[src/verilog/ex_pkg.sv]
// execute stage widths, operation codes, branch codes, size codes and divider states
package ex_pkg;
	localparam int XLEN      = 32;               // data and address width
	localparam int SHAMT_W   = 5;                // shift amount bits
	localparam int RD_W      = 6;                // rd index plus no-write bit
	localparam int ALU_OP_W  = 5;
	localparam int BR_OP_W   = 3;
	localparam int MEM_SIZE_W = 2;
	localparam int DIV_CNT_W = 6;                // counts 0..XLEN
	localparam int DIV_ST_W  = 2;

	localparam logic [RD_W-1:0] RD_NONE = 6'd32; // no register write

	localparam logic [ALU_OP_W-1:0] OP_ADD    = 5'd0;
	localparam logic [ALU_OP_W-1:0] OP_SUB    = 5'd1;
	localparam logic [ALU_OP_W-1:0] OP_SLT    = 5'd2;
	localparam logic [ALU_OP_W-1:0] OP_SLTU   = 5'd3;
	localparam logic [ALU_OP_W-1:0] OP_AND    = 5'd4;
	localparam logic [ALU_OP_W-1:0] OP_OR     = 5'd5;
	localparam logic [ALU_OP_W-1:0] OP_XOR    = 5'd6;
	localparam logic [ALU_OP_W-1:0] OP_SLL    = 5'd7;
	localparam logic [ALU_OP_W-1:0] OP_SRL    = 5'd8;
	localparam logic [ALU_OP_W-1:0] OP_SRA    = 5'd9;
	localparam logic [ALU_OP_W-1:0] OP_MUL    = 5'd10;
	localparam logic [ALU_OP_W-1:0] OP_MULH   = 5'd11;
	localparam logic [ALU_OP_W-1:0] OP_MULHSU = 5'd12;
	localparam logic [ALU_OP_W-1:0] OP_MULHU  = 5'd13;
	localparam logic [ALU_OP_W-1:0] OP_DIV    = 5'd14;
	localparam logic [ALU_OP_W-1:0] OP_DIVU   = 5'd15;
	localparam logic [ALU_OP_W-1:0] OP_REM    = 5'd16;
	localparam logic [ALU_OP_W-1:0] OP_REMU   = 5'd17;
	localparam logic [ALU_OP_W-1:0] OP_PASS   = 5'd18; // lui and jumps, result is src2

	localparam logic [BR_OP_W-1:0] BR_NONE = 3'd0;
	localparam logic [BR_OP_W-1:0] BR_EQ   = 3'd1;
	localparam logic [BR_OP_W-1:0] BR_NE   = 3'd2;
	localparam logic [BR_OP_W-1:0] BR_LT   = 3'd3;
	localparam logic [BR_OP_W-1:0] BR_GE   = 3'd4;
	localparam logic [BR_OP_W-1:0] BR_LTU  = 3'd5;
	localparam logic [BR_OP_W-1:0] BR_GEU  = 3'd6;

	localparam logic [MEM_SIZE_W-1:0] SIZE_B = 2'd0;
	localparam logic [MEM_SIZE_W-1:0] SIZE_H = 2'd1;
	localparam logic [MEM_SIZE_W-1:0] SIZE_W = 2'd2;

	localparam logic [DIV_ST_W-1:0] DIV_IDLE = 2'd0;
	localparam logic [DIV_ST_W-1:0] DIV_RUN  = 2'd1;
	localparam logic [DIV_ST_W-1:0] DIV_DONE = 2'd2;
endpackage
[src/verilog/ex_stage.sv]
`timescale 1ns/1ps
// execute stage top with datapath, multiplier, divider, EX/MEM register and handshake
module ex_stage
	import ex_pkg::*;
(
	input  logic                  cpu_clk,
	input  logic                  cpu_rstn,
	input  logic                  dec_valid_i,        // decode has an instruction
	output logic                  ex_ready_o,         // stage can accept
	input  logic [XLEN-1:0]       src1_i,
	input  logic [XLEN-1:0]       src2_i,
	input  logic [XLEN-1:0]       store_data_i,
	input  logic [ALU_OP_W-1:0]   alu_op_i,
	input  logic [BR_OP_W-1:0]    br_op_i,
	input  logic [RD_W-1:0]       rd_i,
	input  logic                  load_i,
	input  logic                  store_i,
	input  logic                  mem_unsigned_i,
	input  logic [MEM_SIZE_W-1:0] mem_size_i,
	output logic [XLEN-1:0]       alu_result_ex_o,    // forwarding path to decode
	output logic                  branch_o,
	output logic                  branch_taken_o,
	input  logic                  mem_ready_i,        // memory stage back-pressure
	output logic                  ex_valid_o,
	output logic [XLEN-1:0]       alu_result_mem_o,
	output logic [XLEN-1:0]       store_data_mem_o,
	output logic [XLEN-1:0]       mem_addr_mem_o,
	output logic [RD_W-1:0]       rd_mem_o,
	output logic                  load_mem_o,
	output logic                  store_mem_o,
	output logic                  mem_unsigned_mem_o,
	output logic [MEM_SIZE_W-1:0] mem_size_mem_o
);
	logic            is_div;       // divide-class op in EX
	logic            div_req;
	logic            div_done;
	logic            fire;         // instruction accepted this edge
	logic [XLEN-1:0] mul_result;
	logic [XLEN-1:0] div_result;

	assign is_div = (alu_op_i == OP_DIV) || (alu_op_i == OP_DIVU) ||
		(alu_op_i == OP_REM) || (alu_op_i == OP_REMU);
	assign div_req = dec_valid_i && is_div;
	assign ex_ready_o = mem_ready_i && !(div_req && !div_done); // stall while divider busy
	assign fire = dec_valid_i && ex_ready_o;

	ex_alu u_alu (
		.src1_i         (src1_i),
		.src2_i         (src2_i),
		.alu_op_i       (alu_op_i),
		.br_op_i        (br_op_i),
		.mul_result_i   (mul_result),
		.div_result_i   (div_result),
		.result_o       (alu_result_ex_o),
		.branch_o       (branch_o),
		.branch_taken_o (branch_taken_o)
	);

	ex_mul u_mul (
		.src1_i   (src1_i),
		.src2_i   (src2_i),
		.alu_op_i (alu_op_i),
		.result_o (mul_result)
	);

	ex_div u_div (
		.cpu_clk  (cpu_clk),
		.cpu_rstn (cpu_rstn),
		.req_i    (div_req),
		.accept_i (fire),
		.alu_op_i (alu_op_i),
		.src1_i   (src1_i),
		.src2_i   (src2_i),
		.done_o   (div_done),
		.result_o (div_result)
	);

	ex_mem_reg u_mem_reg (
		.cpu_clk            (cpu_clk),
		.cpu_rstn           (cpu_rstn),
		.mem_ready_i        (mem_ready_i),
		.fire_i             (fire),
		.result_i           (alu_result_ex_o),
		.rd_i               (rd_i),
		.load_i             (load_i),
		.store_i            (store_i),
		.mem_size_i         (mem_size_i),
		.mem_unsigned_i     (mem_unsigned_i),
		.store_data_i       (store_data_i),
		.ex_valid_o         (ex_valid_o),
		.alu_result_mem_o   (alu_result_mem_o),
		.store_data_mem_o   (store_data_mem_o),
		.mem_addr_mem_o     (mem_addr_mem_o),
		.rd_mem_o           (rd_mem_o),
		.load_mem_o         (load_mem_o),
		.store_mem_o        (store_mem_o),
		.mem_unsigned_mem_o (mem_unsigned_mem_o),
		.mem_size_mem_o     (mem_size_mem_o)
	);
endmodule

[src/verilog/ex_mem_reg.sv]
`timescale 1ns/1ps
// EX/MEM pipeline register with bubble insert, back-pressure hold and memory address
module ex_mem_reg
	import ex_pkg::*;
(
	input  logic                  cpu_clk,
	input  logic                  cpu_rstn,
	input  logic                  mem_ready_i,
	input  logic                  fire_i,          // instruction accepted
	input  logic [XLEN-1:0]       result_i,
	input  logic [RD_W-1:0]       rd_i,
	input  logic                  load_i,
	input  logic                  store_i,
	input  logic [MEM_SIZE_W-1:0] mem_size_i,
	input  logic                  mem_unsigned_i,
	input  logic [XLEN-1:0]       store_data_i,
	output logic                  ex_valid_o,
	output logic [XLEN-1:0]       alu_result_mem_o,
	output logic [XLEN-1:0]       store_data_mem_o,
	output logic [XLEN-1:0]       mem_addr_mem_o,
	output logic [RD_W-1:0]       rd_mem_o,
	output logic                  load_mem_o,
	output logic                  store_mem_o,
	output logic                  mem_unsigned_mem_o,
	output logic [MEM_SIZE_W-1:0] mem_size_mem_o
);
	always_ff @(posedge cpu_clk or negedge cpu_rstn)
	begin
		if (!cpu_rstn)
		begin
			ex_valid_o         <= 1'b0;
			alu_result_mem_o   <= '0;
			store_data_mem_o   <= '0;
			rd_mem_o           <= RD_NONE;
			load_mem_o         <= 1'b0;
			store_mem_o        <= 1'b0;
			mem_unsigned_mem_o <= 1'b0;
			mem_size_mem_o     <= SIZE_B;
		end
		else if (fire_i)
		begin
			ex_valid_o         <= 1'b1;
			alu_result_mem_o   <= result_i;
			store_data_mem_o   <= store_data_i;
			rd_mem_o           <= rd_i;
			load_mem_o         <= load_i;
			store_mem_o        <= store_i;
			mem_unsigned_mem_o <= mem_unsigned_i;
			mem_size_mem_o     <= mem_size_i;
		end
		else if (mem_ready_i)
		begin
			ex_valid_o         <= 1'b0;     // bubble, nothing accepted
			alu_result_mem_o   <= '0;
			store_data_mem_o   <= '0;
			rd_mem_o           <= RD_NONE;
			load_mem_o         <= 1'b0;
			store_mem_o        <= 1'b0;
			mem_unsigned_mem_o <= 1'b0;
			mem_size_mem_o     <= SIZE_B;
		end
	end

	assign mem_addr_mem_o = (load_mem_o || store_mem_o) ? alu_result_mem_o : '0;

	// decode never issues a combined load and store
	assert property (@(posedge cpu_clk) disable iff (!cpu_rstn) !(load_mem_o && store_mem_o))
		else $error("load and store both set at MEM");

	// an instruction with no effect downstream never shows as valid
	assert property (@(posedge cpu_clk) disable iff (!cpu_rstn)
		(rd_mem_o == RD_NONE && !load_mem_o && !store_mem_o) |-> !ex_valid_o)
		else $error("valid MEM slot with no rd and no memory access");
endmodule

[src/verilog/ex_div.sv]
`timescale 1ns/1ps
// iterative radix-2 divider for div, divu, rem and remu with request/accept control
module ex_div
	import ex_pkg::*;
(
	input  logic                cpu_clk,
	input  logic                cpu_rstn,
	input  logic                req_i,      // divide op waiting in EX
	input  logic                accept_i,   // EX handed the result on
	input  logic [ALU_OP_W-1:0] alu_op_i,
	input  logic [XLEN-1:0]     src1_i,     // dividend
	input  logic [XLEN-1:0]     src2_i,     // divisor
	output logic                done_o,
	output logic [XLEN-1:0]     result_o
);
	logic [DIV_ST_W-1:0]  state_q;
	logic [DIV_CNT_W-1:0] cnt_q;       // shift steps taken
	logic [XLEN-1:0]      rem_q;       // partial remainder
	logic [XLEN-1:0]      quo_q;       // dividend shifting out, quotient shifting in
	logic [XLEN-1:0]      dvsr_q;      // divisor magnitude
	logic [XLEN-1:0]      result_q;
	logic                 neg_quo_q;
	logic                 neg_rem_q;
	logic                 want_rem_q;
	logic                 is_signed;
	logic                 is_rem;
	logic                 sign1;
	logic                 sign2;
	logic                 last_step;
	logic [XLEN:0]        rem_shift;
	logic [XLEN:0]        rem_diff;

	assign is_signed = (alu_op_i == OP_DIV) || (alu_op_i == OP_REM);
	assign is_rem    = (alu_op_i == OP_REM) || (alu_op_i == OP_REMU);
	assign sign1     = is_signed && src1_i[XLEN-1];
	assign sign2     = is_signed && src2_i[XLEN-1];
	assign last_step = (cnt_q == DIV_CNT_W'(XLEN));  // sign-fix step
	assign rem_shift = {rem_q, quo_q[XLEN-1]};
	assign rem_diff  = rem_shift - {1'b0, dvsr_q};   // msb set means no subtract

	always_ff @(posedge cpu_clk or negedge cpu_rstn)
	begin
		if (!cpu_rstn)
		begin
			state_q <= DIV_IDLE;
			cnt_q   <= '0;
		end
		else
		begin
			case (state_q)
				DIV_IDLE:
				begin
					cnt_q <= '0;
					if (req_i)
						state_q <= DIV_RUN;   // setup happens on this edge
				end
				DIV_RUN:
				begin
					cnt_q <= cnt_q + 1'b1;
					if (!req_i)
						state_q <= DIV_IDLE;  // decode withdrew, abandon
					else if (last_step)
						state_q <= DIV_DONE;
				end
				DIV_DONE:
				begin
					if (accept_i || !req_i)
						state_q <= DIV_IDLE;
				end
				default: state_q <= DIV_IDLE;
			endcase
		end
	end

	always_ff @(posedge cpu_clk)
	begin
		if ((state_q == DIV_IDLE) && req_i)
		begin
			quo_q      <= sign1 ? -src1_i : src1_i;
			dvsr_q     <= sign2 ? -src2_i : src2_i;
			rem_q      <= '0;
			neg_quo_q  <= (sign1 ^ sign2) && (|src2_i); // x/0 keeps all ones
			neg_rem_q  <= sign1;                        // remainder follows dividend
			want_rem_q <= is_rem;
		end
		else if ((state_q == DIV_RUN) && !last_step)
		begin
			if (!rem_diff[XLEN])
			begin
				rem_q <= rem_diff[XLEN-1:0];
				quo_q <= {quo_q[XLEN-2:0], 1'b1};
			end
			else
			begin
				rem_q <= rem_shift[XLEN-1:0];
				quo_q <= {quo_q[XLEN-2:0], 1'b0};
			end
		end
		else if (state_q == DIV_RUN)
		begin
			if (want_rem_q)
				result_q <= neg_rem_q ? -rem_q : rem_q;
			else
				result_q <= neg_quo_q ? -quo_q : quo_q; // min/-1 falls out as min
		end
	end

	assign done_o   = (state_q == DIV_DONE);
	assign result_o = result_q;

	// decode must hold the divide until the stage takes the result
	assert property (@(posedge cpu_clk) disable iff (!cpu_rstn) done_o |-> req_i)
		else $error("divider done with no request pending");
endmodule

[src/verilog/ex_mul.sv]
`timescale 1ns/1ps
// single-cycle multiplier for mul, mulh, mulhsu and mulhu
module ex_mul
	import ex_pkg::*;
(
	input  logic [XLEN-1:0]     src1_i,
	input  logic [XLEN-1:0]     src2_i,
	input  logic [ALU_OP_W-1:0] alu_op_i,
	output logic [XLEN-1:0]     result_o
);
	logic              s1_signed;      // src1 taken as signed
	logic              s2_signed;
	logic              neg1;
	logic              neg2;
	logic [XLEN-1:0]   mag1;
	logic [XLEN-1:0]   mag2;
	logic [2*XLEN-1:0] prod_u;         // magnitude product
	logic [2*XLEN-1:0] prod;

	assign s1_signed = (alu_op_i == OP_MUL) || (alu_op_i == OP_MULH) ||
		(alu_op_i == OP_MULHSU);
	assign s2_signed = (alu_op_i == OP_MUL) || (alu_op_i == OP_MULH);

	assign neg1 = s1_signed && src1_i[XLEN-1];
	assign neg2 = s2_signed && src2_i[XLEN-1];
	assign mag1 = neg1 ? -src1_i : src1_i;     // most negative maps to 2^31, still fits
	assign mag2 = neg2 ? -src2_i : src2_i;

	assign prod_u = {{XLEN{1'b0}}, mag1} * {{XLEN{1'b0}}, mag2};
	assign prod   = (neg1 ^ neg2) ? -prod_u : prod_u; // zero stays zero

	// mul wants the low word, the mulh forms the high word
	assign result_o = (alu_op_i == OP_MUL) ? prod[XLEN-1:0] : prod[2*XLEN-1:XLEN];
endmodule

[src/verilog/ex_alu.sv]
`timescale 1ns/1ps
// integer datapath, multiply and divide result merge, operand bypass and branch compare
module ex_alu
	import ex_pkg::*;
(
	input  logic [XLEN-1:0]     src1_i,
	input  logic [XLEN-1:0]     src2_i,
	input  logic [ALU_OP_W-1:0] alu_op_i,
	input  logic [BR_OP_W-1:0]  br_op_i,
	input  logic [XLEN-1:0]     mul_result_i,    // from ex_mul
	input  logic [XLEN-1:0]     div_result_i,    // from ex_div, valid on done
	output logic [XLEN-1:0]     result_o,
	output logic                branch_o,        // instruction is a branch
	output logic                branch_taken_o   // condition met
);
	logic [SHAMT_W-1:0] shamt;
	logic               eq;
	logic               lt_s;
	logic               lt_u;

	assign shamt = src2_i[SHAMT_W-1:0];        // low bits only, as rv32
	assign eq    = (src1_i == src2_i);
	assign lt_s  = ($signed(src1_i) < $signed(src2_i));
	assign lt_u  = (src1_i < src2_i);

	always_comb
	begin
		case (alu_op_i)
			OP_ADD:    result_o = src1_i + src2_i;
			OP_SUB:    result_o = src1_i - src2_i;
			OP_SLT:    result_o = {{(XLEN-1){1'b0}}, lt_s};
			OP_SLTU:   result_o = {{(XLEN-1){1'b0}}, lt_u};
			OP_AND:    result_o = src1_i & src2_i;
			OP_OR:     result_o = src1_i | src2_i;
			OP_XOR:    result_o = src1_i ^ src2_i;
			OP_SLL:    result_o = src1_i << shamt;
			OP_SRL:    result_o = src1_i >> shamt;
			OP_SRA:    result_o = $signed(src1_i) >>> shamt; // sign fill
			OP_MUL,
			OP_MULH,
			OP_MULHSU,
			OP_MULHU:  result_o = mul_result_i;
			OP_DIV,
			OP_DIVU,
			OP_REM,
			OP_REMU:   result_o = div_result_i;
			OP_PASS:   result_o = src2_i;                  // lui, jal link value
			default:   result_o = '0;
		endcase
	end

	assign branch_o = (br_op_i != BR_NONE);

	// conditions straight from the operands, no adder involved
	always_comb
	begin
		case (br_op_i)
			BR_EQ:   branch_taken_o = eq;
			BR_NE:   branch_taken_o = !eq;
			BR_LT:   branch_taken_o = lt_s;
			BR_GE:   branch_taken_o = !lt_s;
			BR_LTU:  branch_taken_o = lt_u;
			BR_GEU:  branch_taken_o = !lt_u;
			default: branch_taken_o = 1'b0;
		endcase
	end
endmodule

[config.mk]
export PLATFORM = sky130hd
export DESIGN_NAME = ex_stage
export DESIGN_NICKNAME = d
export VERILOG_FILES = /design/src/verilog/ex_pkg.sv /design/src/verilog/ex_stage.sv /design/src/verilog/ex_mem_reg.sv /design/src/verilog/ex_div.sv /design/src/verilog/ex_mul.sv /design/src/verilog/ex_alu.sv
export SDC_FILE = /design/constraint.sdc
export NUM_CORES = 2
export LEC_CHECK = 0
export BUFFER_PORTS_ARGS = -buffer_cell sky130_fd_sc_hd__clkbuf_2
export CAP_MARGIN = 20
export CORE_MARGIN = 5
export CORE_UTILIZATION = 25
export CTS_BUF_LIST = sky130_fd_sc_hd__clkbuf_16
export DETAILED_ROUTE_END_ITERATION = 12
export PLACE_DENSITY = 0.45
export SLEW_MARGIN = 20
export SYNTH_ARGS = -nofsm -noshare
export SYNTH_HDL_FRONTEND = slang
export SYNTH_HIERARCHICAL = 1
export SYNTH_SLANG_ARGS = --single-unit
[constraint.sdc]
create_clock -name cpu_clk -period 37.8 [get_ports cpu_clk]
set_input_delay 5.67 -clock cpu_clk [delete_from_list [all_inputs] [get_ports cpu_clk]]
set_output_delay 5.67 -clock cpu_clk [all_outputs]
set_load 0.01 [all_outputs]
==> run_results.csv <==
group,metric,value,unit
die,dieArea,0.245,mm²
drt,viasPerCell,5.22,
die,io_pins,262,
synthesis,ys_ff_latch,215,
sta,maxSlewViolCount,0,
clock_network,cts_made_buffers,25,
final_layout,seq_area,0.00572,mm²
worst_setup_path,cp-start-kind,"input port",
sta,hold_viol_final,0,
synthesis,synth_most_common_cell,"inv_1",
synthesis,yosys-top-cells-area,"fa_1 (31%), ha_1 (8.6%), inv_1 (6.8%)",
min_path,hold_class,"flip-flop to flip-flop",
clock_network,clkTransAtPathRegs,0.06,ns
final_layout,area_delta_synth_final,11.4,%
drt,first_pass_iters,8,
final_layout,fill_cells,25400,
sta,max-slew-margin-rel,14.6,%
die,die_h,495,µm
run_status,run_status,"completed",
synthesis,yosys-top-cells-count,"inv_1 (1059), nor2_1 (937), fa_1 (899)",
synthesis,synth_top_area_share,30.6,%
clock_network,cts_max_path_buffers,3,
sta,setup_violations,0,
worst_setup_path,crit_path_max_fanout,19,
worst_setup_path,critPathSlowestCell,"a21oi_1",
drt,ant_nets,0,
synthesis,synth_seq_area_share,9.73,%
placement,place_congestion,1.00,
synthesis,synth_cell_type_count,123,
drt,wl_per_cell,26.3,µm
sta,tns,0,ns
final_layout,layout.nets,8742,
synthesis,synth_nets,8650,
run,drv_cap,0,
clock_network,clock_latency,0.59,ns
synthesis,synthesis.area,0.0587,mm²
worst_setup_path,worstPathRequired,32.13,ns
global_route,grt_util_all_layers,22.0,%
synthesis,yosys.area.top_type,"fa_1",
worst_setup_path,cpMostUsedCell,"fa_1",
synthesis,ys_warn_count,6,
placement,io_buffers,261,
placement,dp_hpwl,215,mm
die,num_rows,178,
sta,finalCriticalPeriod,25.76,ns
clock_network,cts_tree,"done",
die,start_util,25.0,%
die,core_area,0.235,mm²
sta,whs,0.484,ns
global_route,grt_pass1_wl,399,mm
synthesis,syn_area_per_cell,8.12,µm²
sta,clock.fmax,38.8,MHz
worst_setup_path,max_stage_delay,0.80,ns
drt,drt_iter0_drc,5352,
synthesis,ys_async_sr_fraction,39.1,%
synthesis,synthFlopType,"edfxtp_1",
clock_network,clock_sinks,215,
clock_network,postCtsHoldBufs,0,
worst_setup_path,critPathArrivalTime,20.09,ns
global_route,antenna_found_initial,26,
worst_setup_path,end_kind,"primary output",
die,fp.dieW,495,µm
synthesis,syn_inst,7229,
drt,finalWirelength,276,mm
sta,worst-slew-pin-transition,1.27,ns
drt,drc,0,
final_layout,drive_gt1_share,9.71,%
sta,fin_crit_sh,68.2,%
global_route,grt_pass1_vias,56000,
clock_network,htreeDepth,1,
sta,final.setup_skew,0.0270,ns
worst_setup_path,r2r_slack,33.84,ns
final_layout,multiInputGateArea,0.0481,mm²
worst_setup_path,worstSetupPathType,"input port to primary output",
drt,via_count,54800,
sta,rsz0062_at_grt,"false",
clock_network,root_buffer,"clkbuf_16",
clock_network,postCtsSetupBuffers,0,
global_route,grt_max_degree,105,
global_route,grt_overflow,0,
synthesis,synth_edf_count,99,
clock_network,cts_resized,0,
==> cell families after synthesis <==
logic type               Yosys count  synth area share (%)
buffers and inverters           1454                  9.65
multiplexers                     147                  3.02
adder cells (fa/ha/maj)         1302                  39.2
AO/OA/AOI/OAI                   1326                  14.8
flip-flops                       215                  9.73
AND/OR/NAND/NOR                 2439                  18.4
XOR/XNOR                         346                  5.17
==> final timing paths <==
path,cells after the start,startpoint,endpoint
setup / recovery,41,src1_i[4],alu_result_ex_o[30]
hold / removal,1,u_mem_reg/ex_valid_o,u_mem_reg/ex_valid_o
setup reg to reg,14,u_div/quo_q[31],u_div/rem_q[4]
hold reg to reg,1,u_mem_reg/ex_valid_o,u_mem_reg/ex_valid_o
max in group asynchronous,2,cpu_rstn,u_mem_reg/alu_result_mem_o[6]
min in group asynchronous,1,cpu_rstn,u_div/cnt_q[5]
==> per-stage QoR <==
stage | utilization [%] | instances | worst slack [ns] | instance area (µm²)
after floorplan | - | 7229 | 15.33 | 58700
after global placement | 27.5 | 10400 | 12.36 | 64500
after detailed placement | 27.5 | 10400 | 12.29 | 64500
after CTS | 27.9 | 10500 | 12.24 | 65400
after global routing | 27.9 | 10500 | 11.16 | 65400
final | 27.9 | 10500 | 12.04 | 65400
==> registers in the layout (all words and copies together), names as in the netlist, 6 cells and up <==
register,flops
u_div/quo_q,32
u_mem_reg/store_data_mem_o,32
u_div/rem_q,32
u_div/cnt_q,6
u_mem_reg/rd_mem_o,6
u_mem_reg/alu_result_mem_o,32
u_div/dvsr_q,32
u_div/result_o,32
==> routing by layer <==
metal	share of wire (%)	vias up	wire, µm	track usage (%)
met2	46	2476	126000	36.1
met1	41	28100	113000	28.8
li1	-	23800	-	-
met5	0.0069	-	19	0
met4	5.4	4	15000	9.67
met3	7.9	506	21800	3.35
==> worst max-delay path, delay by kind of cell <==
family / cells / cell delay [ns]
adder cells (fa/ha/maj): 9 / 4.51
AO/OA/AOI/OAI: 11 / 4.38
AND/OR/NAND/NOR: 13 / 4.08
buffers and inverters: 6 / 1.03
XOR/XNOR: 2 / 0.38
==> final cells by class <==
| type | count | share of cell area [%] |
|---|---|---|
| Tap cell | 3150 | 6.02 |
| Inverter | 1066 | 6.12 |
| Clock inverter | 21 | 0.340 |
| Clock buffer | 25 | 0.956 |
| Timing Repair Buffer | 453 | 4.21 |
| Multi-Input combinational cell | 5560 | 73.6 |
| Sequential cell | 215 | 8.74 |
| Antenna cell | 8 | 0.0306 |
==> cell usage in the layout (no fill, tap or decap), types with 128 or more instances in the layout <==
master / netlist / layout
xor2_1: 159 / 128
a21oi_1: 335 / 335
inv_1: 1059 / 1061
ha_1: 403 / 403
clkbuf_2: 0 / 257
nor2_1: 937 / 933
buf_4: 19 / 195
fa_1: 899 / 899
nand2_1: 870 / 869
o21ai_0: 291 / 290
xnor2_1: 186 / 148
Power is left out: the tool's default activity adds up to more than one toggle a clock period on the data nets, which glitch-free logic cannot reach.
